File: src/snap_regs_defs.svh
//--------------------------------------------------------------------
// Register slave constants
// Bus widths, register offsets and fixed read values
//--------------------------------------------------------------------
`ifndef SNAP_REGS_DEFS_SVH
`define SNAP_REGS_DEFS_SVH

// Bus widths
`define SNAP_DATA_W 32
`define SNAP_ADDR_W 32
`define SNAP_STRB_W 4
// 64-bit address registers, written as two 32-bit halves
`define SNAP_LONG_W 64

// Register map, byte offsets
`define SNAP_OFS_SNAP_CONTROL   32'h00
`define SNAP_OFS_ACTION_TYPE    32'h10
`define SNAP_OFS_ACTION_VERSION 32'h14
`define SNAP_OFS_CONTEXT        32'h20
`define SNAP_OFS_USER_STATUS    32'h30
`define SNAP_OFS_USER_CONTROL   32'h34
`define SNAP_OFS_SOURCE_L       32'h38
`define SNAP_OFS_SOURCE_H       32'h3C
`define SNAP_OFS_TARGET_L       32'h40
`define SNAP_OFS_TARGET_H       32'h44
`define SNAP_OFS_MB_W           32'h50
`define SNAP_OFS_MB_H           32'h54
`define SNAP_OFS_SOFT_RESET     32'h58

// Fixed values
`define SNAP_RD_DEFAULT 32'h5A5AA5A5
`define SNAP_RESP_OKAY  2'b00

`endif
File: src/snap_regs_pkg.sv
//--------------------------------------------------------------------
// Register slave types shared between the bus, bank and status blocks
//--------------------------------------------------------------------
`include "snap_regs_defs.svh"

package snap_regs_pkg;

   // One register write, valid for the cycle of the data handshake
   typedef struct packed {
      logic                    en;
      logic [`SNAP_ADDR_W-1:0] addr;
      logic [`SNAP_DATA_W-1:0] data;
      logic [`SNAP_STRB_W-1:0] strb;
   } reg_wr_t;

   // Configuration seen by the accelerator datapath
   typedef struct packed {
      logic [`SNAP_LONG_W-1:0] source_address;
      logic [`SNAP_LONG_W-1:0] target_address;
      logic [`SNAP_DATA_W-1:0] mb_w;
      logic [`SNAP_DATA_W-1:0] mb_h;
   } user_cfg_t;

   // Stored control words
   typedef struct packed {
      logic [`SNAP_DATA_W-1:0] snap_control;
      logic [`SNAP_DATA_W-1:0] snap_context;
      logic [`SNAP_DATA_W-1:0] user_control;
      logic [`SNAP_DATA_W-1:0] soft_reset;
   } ctrl_regs_t;

   // Action state flags
   typedef struct packed {
      logic snap_start;
      logic idle;
      logic done;
      logic rd_error;
      logic wr_error;
   } action_stat_t;

endpackage

File: src/snap_regs_top.sv
//--------------------------------------------------------------------
// AXI-Lite register slave for a SNAP action
//--------------------------------------------------------------------
`timescale 1ns/1ps
`include "snap_regs_defs.svh"

module snap_regs_top (
   input  logic                    clk,
   input  logic                    rst_n,
   // Write address channel
   input  logic                    awvalid,
   input  logic [`SNAP_ADDR_W-1:0] awaddr,
   output logic                    awready,
   // Write data channel
   input  logic                    wvalid,
   input  logic [`SNAP_DATA_W-1:0] wdata,
   input  logic [`SNAP_STRB_W-1:0] wstrb,
   output logic                    wready,
   // Write response channel
   output logic [1:0]              bresp,
   output logic                    bvalid,
   input  logic                    bready,
   // Read address channel
   input  logic                    arvalid,
   input  logic [`SNAP_ADDR_W-1:0] araddr,
   output logic                    arready,
   // Read data channel
   output logic [`SNAP_DATA_W-1:0] rdata,
   output logic [1:0]              rresp,
   output logic                    rvalid,
   input  logic                    rready,
   // Action status in
   input  logic                    done_pulse,
   input  logic                    rd_error,
   input  logic                    wr_error,
   input  logic [`SNAP_DATA_W-1:0] action_type,
   input  logic [`SNAP_DATA_W-1:0] action_version,
   // Action control out
   output logic                    start_pulse,
   output logic [`SNAP_LONG_W-1:0] source_address,
   output logic [`SNAP_LONG_W-1:0] target_address,
   output logic [`SNAP_DATA_W-1:0] mb_w,
   output logic [`SNAP_DATA_W-1:0] mb_h,
   output logic [`SNAP_DATA_W-1:0] snap_context
);

   snap_regs_pkg::reg_wr_t      wr;
   snap_regs_pkg::user_cfg_t    cfg;
   snap_regs_pkg::ctrl_regs_t   ctrl;
   snap_regs_pkg::action_stat_t stat;
   logic                        rd_en;
   logic                        soft_clear;

   axil_ctrl i_axil_ctrl (
      .clk     (clk),
      .rst_n   (rst_n),
      .awvalid (awvalid),
      .awaddr  (awaddr),
      .wvalid  (wvalid),
      .wdata   (wdata),
      .wstrb   (wstrb),
      .bready  (bready),
      .arvalid (arvalid),
      .rready  (rready),
      .awready (awready),
      .wready  (wready),
      .bvalid  (bvalid),
      .arready (arready),
      .rvalid  (rvalid),
      .wr      (wr),
      .rd_en   (rd_en)
   );

   reg_bank i_reg_bank (
      .clk        (clk),
      .rst_n      (rst_n),
      .wr         (wr),
      .cfg        (cfg),
      .ctrl       (ctrl),
      .soft_clear (soft_clear)
   );

   action_ctrl i_action_ctrl (
      .clk         (clk),
      .rst_n       (rst_n),
      .soft_clear  (soft_clear),
      .ctrl        (ctrl),
      .done_pulse  (done_pulse),
      .rd_error    (rd_error),
      .wr_error    (wr_error),
      .start_pulse (start_pulse),
      .stat        (stat)
   );

   read_mux i_read_mux (
      .clk            (clk),
      .rst_n          (rst_n),
      .rd_en          (rd_en),
      .araddr         (araddr),
      .cfg            (cfg),
      .ctrl           (ctrl),
      .stat           (stat),
      .action_type    (action_type),
      .action_version (action_version),
      .rdata          (rdata)
   );

   // Every access completes with OKAY
   assign bresp = `SNAP_RESP_OKAY;
   assign rresp = `SNAP_RESP_OKAY;

   // Configuration out to the action
   assign source_address = cfg.source_address;
   assign target_address = cfg.target_address;
   assign mb_w           = cfg.mb_w;
   assign mb_h           = cfg.mb_h;
   assign snap_context   = ctrl.snap_context;

endmodule

File: src/read_mux.sv
//--------------------------------------------------------------------
// Read data select, registered on the read address handshake
//--------------------------------------------------------------------
`timescale 1ns/1ps
`include "snap_regs_defs.svh"

module read_mux (
   input  logic                        clk,
   input  logic                        rst_n,
   input  logic                        rd_en,
   input  logic [`SNAP_ADDR_W-1:0]     araddr,
   input  snap_regs_pkg::user_cfg_t    cfg,
   input  snap_regs_pkg::ctrl_regs_t   ctrl,
   input  snap_regs_pkg::action_stat_t stat,
   input  logic [`SNAP_DATA_W-1:0]     action_type,
   input  logic [`SNAP_DATA_W-1:0]     action_version,
   output logic [`SNAP_DATA_W-1:0]     rdata
);

   logic [`SNAP_DATA_W-1:0] snap_control_rd;
   logic [`SNAP_DATA_W-1:0] user_status_rd;

   // Stored upper bits, ready always set, idle, delayed start
   assign snap_control_rd = {ctrl.snap_control[`SNAP_DATA_W-1:4], 1'b1, stat.idle,
                             1'b0, stat.snap_start};
   // Sticky status in the low three bits
   assign user_status_rd  = {{(`SNAP_DATA_W-3){1'b0}}, stat.rd_error, stat.wr_error,
                             stat.done};

   always_ff @(posedge clk or negedge rst_n) begin
      if (!rst_n) begin
         rdata <= '0;
      end else if (rd_en) begin
         case (araddr)
            `SNAP_OFS_SNAP_CONTROL:   rdata <= snap_control_rd;
            `SNAP_OFS_ACTION_TYPE:    rdata <= action_type;
            `SNAP_OFS_ACTION_VERSION: rdata <= action_version;
            `SNAP_OFS_CONTEXT:        rdata <= ctrl.snap_context;
            `SNAP_OFS_USER_STATUS:    rdata <= user_status_rd;
            `SNAP_OFS_USER_CONTROL:   rdata <= ctrl.user_control;
            `SNAP_OFS_SOURCE_L:       rdata <= cfg.source_address[`SNAP_DATA_W-1:0];
            `SNAP_OFS_SOURCE_H:       rdata <= cfg.source_address[`SNAP_LONG_W-1:`SNAP_DATA_W];
            `SNAP_OFS_TARGET_L:       rdata <= cfg.target_address[`SNAP_DATA_W-1:0];
            `SNAP_OFS_TARGET_H:       rdata <= cfg.target_address[`SNAP_LONG_W-1:`SNAP_DATA_W];
            `SNAP_OFS_MB_W:           rdata <= cfg.mb_w;
            `SNAP_OFS_MB_H:           rdata <= cfg.mb_h;
            `SNAP_OFS_SOFT_RESET:     rdata <= ctrl.soft_reset;
            // Marker pattern for holes in the map
            default:                  rdata <= `SNAP_RD_DEFAULT;
         endcase
      end
   end

endmodule

File: src/action_ctrl.sv
//--------------------------------------------------------------------
// Action control
// Start pulse, idle flag and sticky done and error status
//--------------------------------------------------------------------
`timescale 1ns/1ps

module action_ctrl (
   input  logic                        clk,
   input  logic                        rst_n,
   input  logic                        soft_clear,
   input  snap_regs_pkg::ctrl_regs_t   ctrl,
   input  logic                        done_pulse,
   input  logic                        rd_error,
   input  logic                        wr_error,
   output logic                        start_pulse,
   output snap_regs_pkg::action_stat_t stat
);

   logic start_q;
   logic snap_start_q;
   logic idle_q;
   logic done_q;
   logic rd_err_q;
   logic wr_err_q;

   always_ff @(posedge clk or negedge rst_n) begin
      if (!rst_n) begin
         start_q      <= 1'b0;
         snap_start_q <= 1'b0;
         idle_q       <= 1'b0;
         done_q       <= 1'b0;
         rd_err_q     <= 1'b0;
         wr_err_q     <= 1'b0;
      end else if (soft_clear) begin
         start_q      <= 1'b0;
         snap_start_q <= 1'b0;
         idle_q       <= 1'b0;
         done_q       <= 1'b0;
         rd_err_q     <= 1'b0;
         wr_err_q     <= 1'b0;
      end else begin
         // Delayed start bits for edge detect and readback
         start_q      <= ctrl.user_control[0];
         snap_start_q <= ctrl.snap_control[0];
         // Finish bit marks the action idle
         if (ctrl.user_control[1])
            idle_q <= 1'b1;
         // Sticky until soft reset
         if (done_pulse)
            done_q <= 1'b1;
         if (rd_error)
            rd_err_q <= 1'b1;
         if (wr_error)
            wr_err_q <= 1'b1;
      end
   end

   // Rising edge of user control bit 0
   assign start_pulse = ctrl.user_control[0] & ~start_q;

   always_comb begin
      stat.snap_start = snap_start_q;
      stat.idle       = idle_q;
      stat.done       = done_q;
      stat.rd_error   = rd_err_q;
      stat.wr_error   = wr_err_q;
   end

endmodule

File: src/reg_bank.sv
//--------------------------------------------------------------------
// Writable register bank with byte strobes and soft reset
//--------------------------------------------------------------------
`timescale 1ns/1ps
`include "snap_regs_defs.svh"

module reg_bank (
   input  logic                       clk,
   input  logic                       rst_n,
   input  snap_regs_pkg::reg_wr_t     wr,
   output snap_regs_pkg::user_cfg_t   cfg,
   output snap_regs_pkg::ctrl_regs_t  ctrl,
   output logic                       soft_clear
);

   // Replace only the strobed bytes of a word
   function automatic logic [`SNAP_DATA_W-1:0] merge(
      input logic [`SNAP_DATA_W-1:0] old_word,
      input logic [`SNAP_DATA_W-1:0] new_word,
      input logic [`SNAP_DATA_W-1:0] byte_mask
   );
      return (new_word & byte_mask) | (old_word & ~byte_mask);
   endfunction

   logic [`SNAP_DATA_W-1:0] mask;
   logic [`SNAP_DATA_W-1:0] snap_control_q;
   logic [`SNAP_DATA_W-1:0] snap_context_q;
   logic [`SNAP_DATA_W-1:0] user_control_q;
   logic [`SNAP_DATA_W-1:0] mb_w_q;
   logic [`SNAP_DATA_W-1:0] mb_h_q;
   logic [`SNAP_DATA_W-1:0] soft_reset_q;
   logic [`SNAP_LONG_W-1:0] source_q;
   logic [`SNAP_LONG_W-1:0] target_q;

   // Strobe bit to byte mask
   always_comb begin
      for (int i = 0; i < `SNAP_STRB_W; i++)
         mask[8*i +: 8] = {8{wr.strb[i]}};
   end

   //------------------------------------------------------------------
   // Storage
   //------------------------------------------------------------------
   always_ff @(posedge clk or negedge rst_n) begin
      if (!rst_n) begin
         snap_control_q <= '0;
         snap_context_q <= '0;
         user_control_q <= '0;
         mb_w_q         <= '0;
         mb_h_q         <= '0;
         soft_reset_q   <= '0;
         source_q       <= '0;
         target_q       <= '0;
      end else if (soft_clear) begin
         // Whole bank, soft reset word included
         snap_control_q <= '0;
         snap_context_q <= '0;
         user_control_q <= '0;
         mb_w_q         <= '0;
         mb_h_q         <= '0;
         soft_reset_q   <= '0;
         source_q       <= '0;
         target_q       <= '0;
      end else if (wr.en) begin
         case (wr.addr)
            `SNAP_OFS_SNAP_CONTROL: snap_control_q <= merge(snap_control_q, wr.data, mask);
            `SNAP_OFS_CONTEXT:      snap_context_q <= merge(snap_context_q, wr.data, mask);
            `SNAP_OFS_USER_CONTROL: user_control_q <= merge(user_control_q, wr.data, mask);
            // 64-bit addresses, halves written independently
            `SNAP_OFS_SOURCE_L:
               source_q[`SNAP_DATA_W-1:0] <= merge(source_q[`SNAP_DATA_W-1:0], wr.data, mask);
            `SNAP_OFS_SOURCE_H:
               source_q[`SNAP_LONG_W-1:`SNAP_DATA_W] <=
                  merge(source_q[`SNAP_LONG_W-1:`SNAP_DATA_W], wr.data, mask);
            `SNAP_OFS_TARGET_L:
               target_q[`SNAP_DATA_W-1:0] <= merge(target_q[`SNAP_DATA_W-1:0], wr.data, mask);
            `SNAP_OFS_TARGET_H:
               target_q[`SNAP_LONG_W-1:`SNAP_DATA_W] <=
                  merge(target_q[`SNAP_LONG_W-1:`SNAP_DATA_W], wr.data, mask);
            `SNAP_OFS_MB_W:         mb_w_q       <= merge(mb_w_q, wr.data, mask);
            `SNAP_OFS_MB_H:         mb_h_q       <= merge(mb_h_q, wr.data, mask);
            `SNAP_OFS_SOFT_RESET:   soft_reset_q <= merge(soft_reset_q, wr.data, mask);
            // Read-only and unmapped offsets ignored
            default: ;
         endcase
      end
   end

   // Soft reset level, self-clearing on the next edge
   assign soft_clear = soft_reset_q[0];

   always_comb begin
      cfg.source_address = source_q;
      cfg.target_address = target_q;
      cfg.mb_w           = mb_w_q;
      cfg.mb_h           = mb_h_q;
      ctrl.snap_control  = snap_control_q;
      ctrl.snap_context  = snap_context_q;
      ctrl.user_control  = user_control_q;
      ctrl.soft_reset    = soft_reset_q;
   end

endmodule

File: src/axil_ctrl.sv
//--------------------------------------------------------------------
// AXI-Lite handshake control
// Ready/valid flags, write address capture, write and read strobes
//--------------------------------------------------------------------
`timescale 1ns/1ps
`include "snap_regs_defs.svh"

module axil_ctrl (
   input  logic                    clk,
   input  logic                    rst_n,
   // Write address and data channels
   input  logic                    awvalid,
   input  logic [`SNAP_ADDR_W-1:0] awaddr,
   input  logic                    wvalid,
   input  logic [`SNAP_DATA_W-1:0] wdata,
   input  logic [`SNAP_STRB_W-1:0] wstrb,
   input  logic                    bready,
   // Read channels
   input  logic                    arvalid,
   input  logic                    rready,
   output logic                    awready,
   output logic                    wready,
   output logic                    bvalid,
   output logic                    arready,
   output logic                    rvalid,
   // Register side
   output snap_regs_pkg::reg_wr_t  wr,
   output logic                    rd_en
);

   logic                    aw_hs;
   logic                    w_hs;
   logic                    ar_hs;
   logic                    r_hs;
   logic [`SNAP_ADDR_W-1:0] wr_addr;

   assign aw_hs = awvalid & awready;
   assign w_hs  = wvalid & wready;
   assign ar_hs = arvalid & arready;
   assign r_hs  = rvalid & rready;

   //------------------------------------------------------------------
   // Write path
   //------------------------------------------------------------------
   // Address held until the data beat arrives
   always_ff @(posedge clk) begin
      if (aw_hs)
         wr_addr <= awaddr;
   end

   // Drops once an address is offered, back up after the data beat
   always_ff @(posedge clk or negedge rst_n) begin
      if (!rst_n)
         awready <= 1'b1;
      else if (awvalid)
         awready <= 1'b0;
      else if (w_hs)
         awready <= 1'b1;
   end

   // Open for data the cycle after the address handshake
   always_ff @(posedge clk or negedge rst_n) begin
      if (!rst_n)
         wready <= 1'b0;
      else if (aw_hs)
         wready <= 1'b1;
      else if (wvalid)
         wready <= 1'b0;
   end

   // Response held until the master takes it
   always_ff @(posedge clk or negedge rst_n) begin
      if (!rst_n)
         bvalid <= 1'b0;
      else if (w_hs)
         bvalid <= 1'b1;
      else if (bready)
         bvalid <= 1'b0;
   end

   //------------------------------------------------------------------
   // Read path
   //------------------------------------------------------------------
   always_ff @(posedge clk or negedge rst_n) begin
      if (!rst_n)
         arready <= 1'b1;
      else if (arvalid)
         arready <= 1'b0;
      else if (r_hs)
         arready <= 1'b1;
   end

   // Data valid the cycle after the address is taken
   always_ff @(posedge clk or negedge rst_n) begin
      if (!rst_n)
         rvalid <= 1'b0;
      else if (ar_hs)
         rvalid <= 1'b1;
      else if (rready)
         rvalid <= 1'b0;
   end

   // Write command lives for the data handshake cycle only
   always_comb begin
      wr.en   = w_hs;
      wr.addr = wr_addr;
      wr.data = wdata;
      wr.strb = wstrb;
   end

   assign rd_en = ar_hs;

endmodule

File: config.mk
export PLATFORM = sky130hd
export DESIGN_NAME = snap_regs_top
export DESIGN_NICKNAME = d
export VERILOG_FILES = /design/src/snap_regs_pkg.sv /design/src/snap_regs_top.sv /design/src/read_mux.sv /design/src/action_ctrl.sv /design/src/reg_bank.sv /design/src/axil_ctrl.sv
export VERILOG_INCLUDE_DIRS = /design/src /design/src/src
export SDC_FILE = /design/constraint.sdc
export NUM_CORES = 1
export LEC_CHECK = 0
export BUFFER_PORTS_ARGS = -buffer_cell sky130_fd_sc_hd__buf_2
export CAP_MARGIN = 10
export CORE_UTILIZATION = 49
export DETAILED_ROUTE_END_ITERATION = 8
export GPL_TIMING_DRIVEN = 0
export PLACE_DENSITY = 0.77
export SLEW_MARGIN = 20
export SYNTH_ARGS = -nofsm -noshare
export SYNTH_HDL_FRONTEND = slang
export SYNTH_SLANG_ARGS = --single-unit
export TNS_END_PERCENT = 20
File: constraint.sdc
create_clock -name clk -period 2.2 [get_ports clk]
set_input_delay 0.44 -clock clk [delete_from_list [all_inputs] [get_ports clk]]
set_output_delay 0.44 -clock clk [all_outputs]
set_load 0.05 [all_outputs]
==> results.json <==
{
  "status": "finished with violations",
  "violations": "negative setup slack",
  "grt_use_total_pct": 43.4,
  "tightestPinTransition_ns": 1.18,
  "seq_area_frac_synth_pct": 53.9,
  "async_flop_share_pct": 91.8,
  "synth_top_family_by_area": "multiplexers",
  "setup-tns-final_ns": -60.64,
  "drtAntennaViolNets": 0,
  "ys_warn_count": 0,
  "grt_pass1_vias": 17700,
  "final_nets": 2344,
  "fmax_mhz": 392,
  "r2r_start": "i_axil_ctrl.wr_addr[19]$_DFFE_PP_",
  "design_area_mm2": 0.0243,
  "cts-root-buf": "clkbuf_16",
  "synth-compound-area-share_pct": 9.95,
  "hold_class": "in -> reg",
  "power_density_mw_per_mm2": 651,
  "cts.clk_slew.worst_paths_ns": 0.06,
  "clock_latency_ns": 0.57,
  "dr.pass1.iters": 6,
  "core-area_mm2": 0.0369,
  "place_inst": 2594,
  "placementRows": 70,
  "min_period_over_period_pct": 116,
  "use_met2_pct": 63.7,
  "hold-path-endpoint": "i_axil_ctrl.wr_addr[0]$_DFFE_PP_",
  "r2r_setup_slack_ns": -0.35,
  "timing.rr.end": "i_reg_bank.source_q[3]$_DFFE_PN0P_",
  "syn_area_mm2": 0.0185,
  "r2r_cells": 9,
  "vias": 17800,
  "grt_busiest_layer": "met2",
  "first_iter_violations": 2364,
  "min-delay-start": "awaddr[0]",
  "cts_buffers": 42,
  "vdd_drop_max_uv": 507,
  "synth_fa_ha_area_share_pct": 0,
  "routedWlPerCell_um": 31.0,
  "slew_headroom_pct": 21.1,
  "ys.flop_type": "dfrtp_1",
  "muxShareOfSynthArea_pct": 17.9,
  "cts_tree": "yes",
  "min_period_ns": 2.55,
  "syn_to_final_growth_pct": 31.3,
  "setup_slack_ns": -0.351,
  "synth_edf_count": 32,
  "hpwl_um": 56900,
  "finalMaxSlewViolations": 0,
  "path_max_fanout": 8,
  "p_leak_nw": 14.0,
  "placed_cell_area_mm2": 0.0214,
  "finalWirelength_um": 84300,
  "grt_max_degree": 100,
  "synth_top_area_cell": "dfrtp_1",
  "setup_viol_count_final": 344,
  "cp.required_ns": 2.63,
  "worst-setup-path-type": "reg -> reg",
  "gp_congestion": 0.992,
  "hold_viol_final": 0,
  "skew_ns": 0.0129,
  "crit_path_end_kind": "flip-flop",
  "dieArea_mm2": 0.0385,
  "rsz0062_at_grt": "yes",
  "ctsHtreeMaxLevel": 2,
  "antenna_found_initial": 13,
  "die_height_um": 196,
  "grt.met3_usage_pct": 14.4,
  "synth_cell_types": 60,
  "synthSimpleGateAreaFrac_pct": 13.7,
  "worst_setup_path_start_kind": "flip-flop",
  "io_pins": 440,
  "avgSynthCellArea_um2": 11.0,
  "synth_area_leaders": "dfrtp_1, mux2i_1, nor2_1",
  "hold_path_depth": 1,
  "max_cap_violations": 0,
  "synth_xor_area_share_pct": 0,
  "fillers": 2883,
  "grt_pass1_wl_um": 119000,
  "vias_per_cell": 6.55,
  "drc_errors": 0,
  "drive_gt1_share_pct": 31.8,
  "holdWs_ns": 0.0430,
  "cp-startpoint": "i_axil_ctrl.wr_addr[19]$_DFFE_PP_",
  "port_buffers": 398,
  "syn_inst": 1682,
  "clk_path_buf_depth": 3,
  "synth-seq-cells": 392,
  "synth_top_area_share_pct": 48.4,
  "worst_ep_arrival_time_ns": 2.98,
  "grt_overflow": 0,
  "grt_util_met1_pct": 53.9,
  "fp.dieW_um": 196,
  "start_util_pct": 50.2,
  "clock-sinks": 392,
  "final_cells": 2719
}
-- layout by cell type (no fill, tap or decap), drive strengths merged, types with 21 or more instances in the layout --
master    n
buf     514
dfrtp   358
nor2    348
mux2i   328
clkbuf  161
a22oi    70
nand3    46
nand2    44
a222oi   41
edfxtp   32
a22o     26
a21oi    23
nor4     23
and3     21
-- worst max-delay path by stage --
stage                                                     end  cells after the start
final                      i_reg_bank.source_q[3]$_DFFE_PN0P_                      9
after global routing       i_reg_bank.source_q[3]$_DFFE_PN0P_                      9
after CTS                 i_reg_bank.source_q[19]$_DFFE_PN0P_                      8
after detailed placement     i_read_mux.rdata[12]$_DFFE_PN0P_                     10
after global placement         i_axil_ctrl.wready$_DFFE_PN0P_                      1
after floorplan               i_read_mux.rdata[8]$_DFFE_PN0P_                      8
-- layout make-up --
type                    instances  area, um2  share of cell area, %
well taps                     504        631                   2.60
multi-input cells            1113       8500                   35.0
repair buffers                444       2500                   10.3
diodes                         13       32.5                  0.134
clock buffers                  63       1280                   5.29
inverters                       6       22.5                 0.0927
clock inverters                13        118                  0.484
plain buffers                 171       1230                   5.07
flip-flops and latches        392       9970                   41.0
-- synthesized netlist by cell type, types with 3 or more instances --
master     instances
a221oi_1           7
or4b_1             3
a2bb2oi_1         10
mux2i_1          328
and3_1            21
a22o_1            26
and4_1             3
a222oi_1          41
nand2_1           44
nor2b_1            5
o21ai_0            5
a22oi_1           70
nor4_1            22
a2111oi_0          3
o2bb2ai_1          6
buf_4             39
nor4b_1            5
buf_2             24
o32a_1            13
nor3_1             9
a32oi_1            8
edfxtp_1          32
clkbuf_1         106
nand3_1           46
inv_1              6
a21oi_1           23
buf_1              5
and2_1             7
nor2_1           348
dfrtp_1          358
nand4_1           19
-- critical path, stage by stage (launching register included) --
cell      delay, ns
edfxtp_1       0.41
nor4_4         0.31
nand4_1        0.16
buf_6          0.18
nor4b_4        0.40
clkbuf_8       0.25
buf_6          0.11
nand3_4        0.21
mux2i_1        0.30
nor2_1         0.06
-- registers in the layout (all words and copies together), names as in the netlist, 29 cells and up --
register	cells
i_reg_bank.mb_w_q	32
i_reg_bank.target_q	64
i_read_mux.rdata	32
i_reg_bank.soft_reset_q	32
i_reg_bank.source_q	64
i_reg_bank.snap_context_q	32
i_axil_ctrl.wr_addr	32
i_reg_bank.mb_h_q	32
i_reg_bank.user_control_q	32
i_reg_bank.snap_control_q	29
-- what timing repair did --
action,CTS,global route
cloned,4,0
endpoints found under the setup margin,350,349
endpoints found under the hold margin,88,0
hold buffers,3,0
resized for setup,206,58
buffers inserted,25,7
pin swaps,17,31
-- power by group --
part	switching [mW]	internal, mW	total, mW
logic	0.786	0.283	1.07
clock network	3.06	4.27	7.33
registers	0.0543	7.37	7.42
-- stage by stage --
step	total power [mW]	util, %	setup WS [ns]
global route	16.1	65.9	-0.470
floorplan	8.04	-	-0.218
finish	15.8	65.9	-0.351
detailed placement	8.55	58.1	-1.91
CTS	15.7	65.0	-0.235
global placement	8.52	57.7	-6.92
-- routing by layer --
metal  share of wire, %  wire [um]
met5              0.034         29
met4                7.3       6190
met3                 14      11900
met2                 44      36900
met1                 35      29400
-- cells by family after synthesis --
group | count (synthesis)
AND/OR/NAND/NOR | 554
flip-flops | 392
multiplexers | 330
AO/OA/AOI/OAI | 225
buffers and inverters | 180
other | 1
Note: power is estimated with default switching activity, not from simulation.
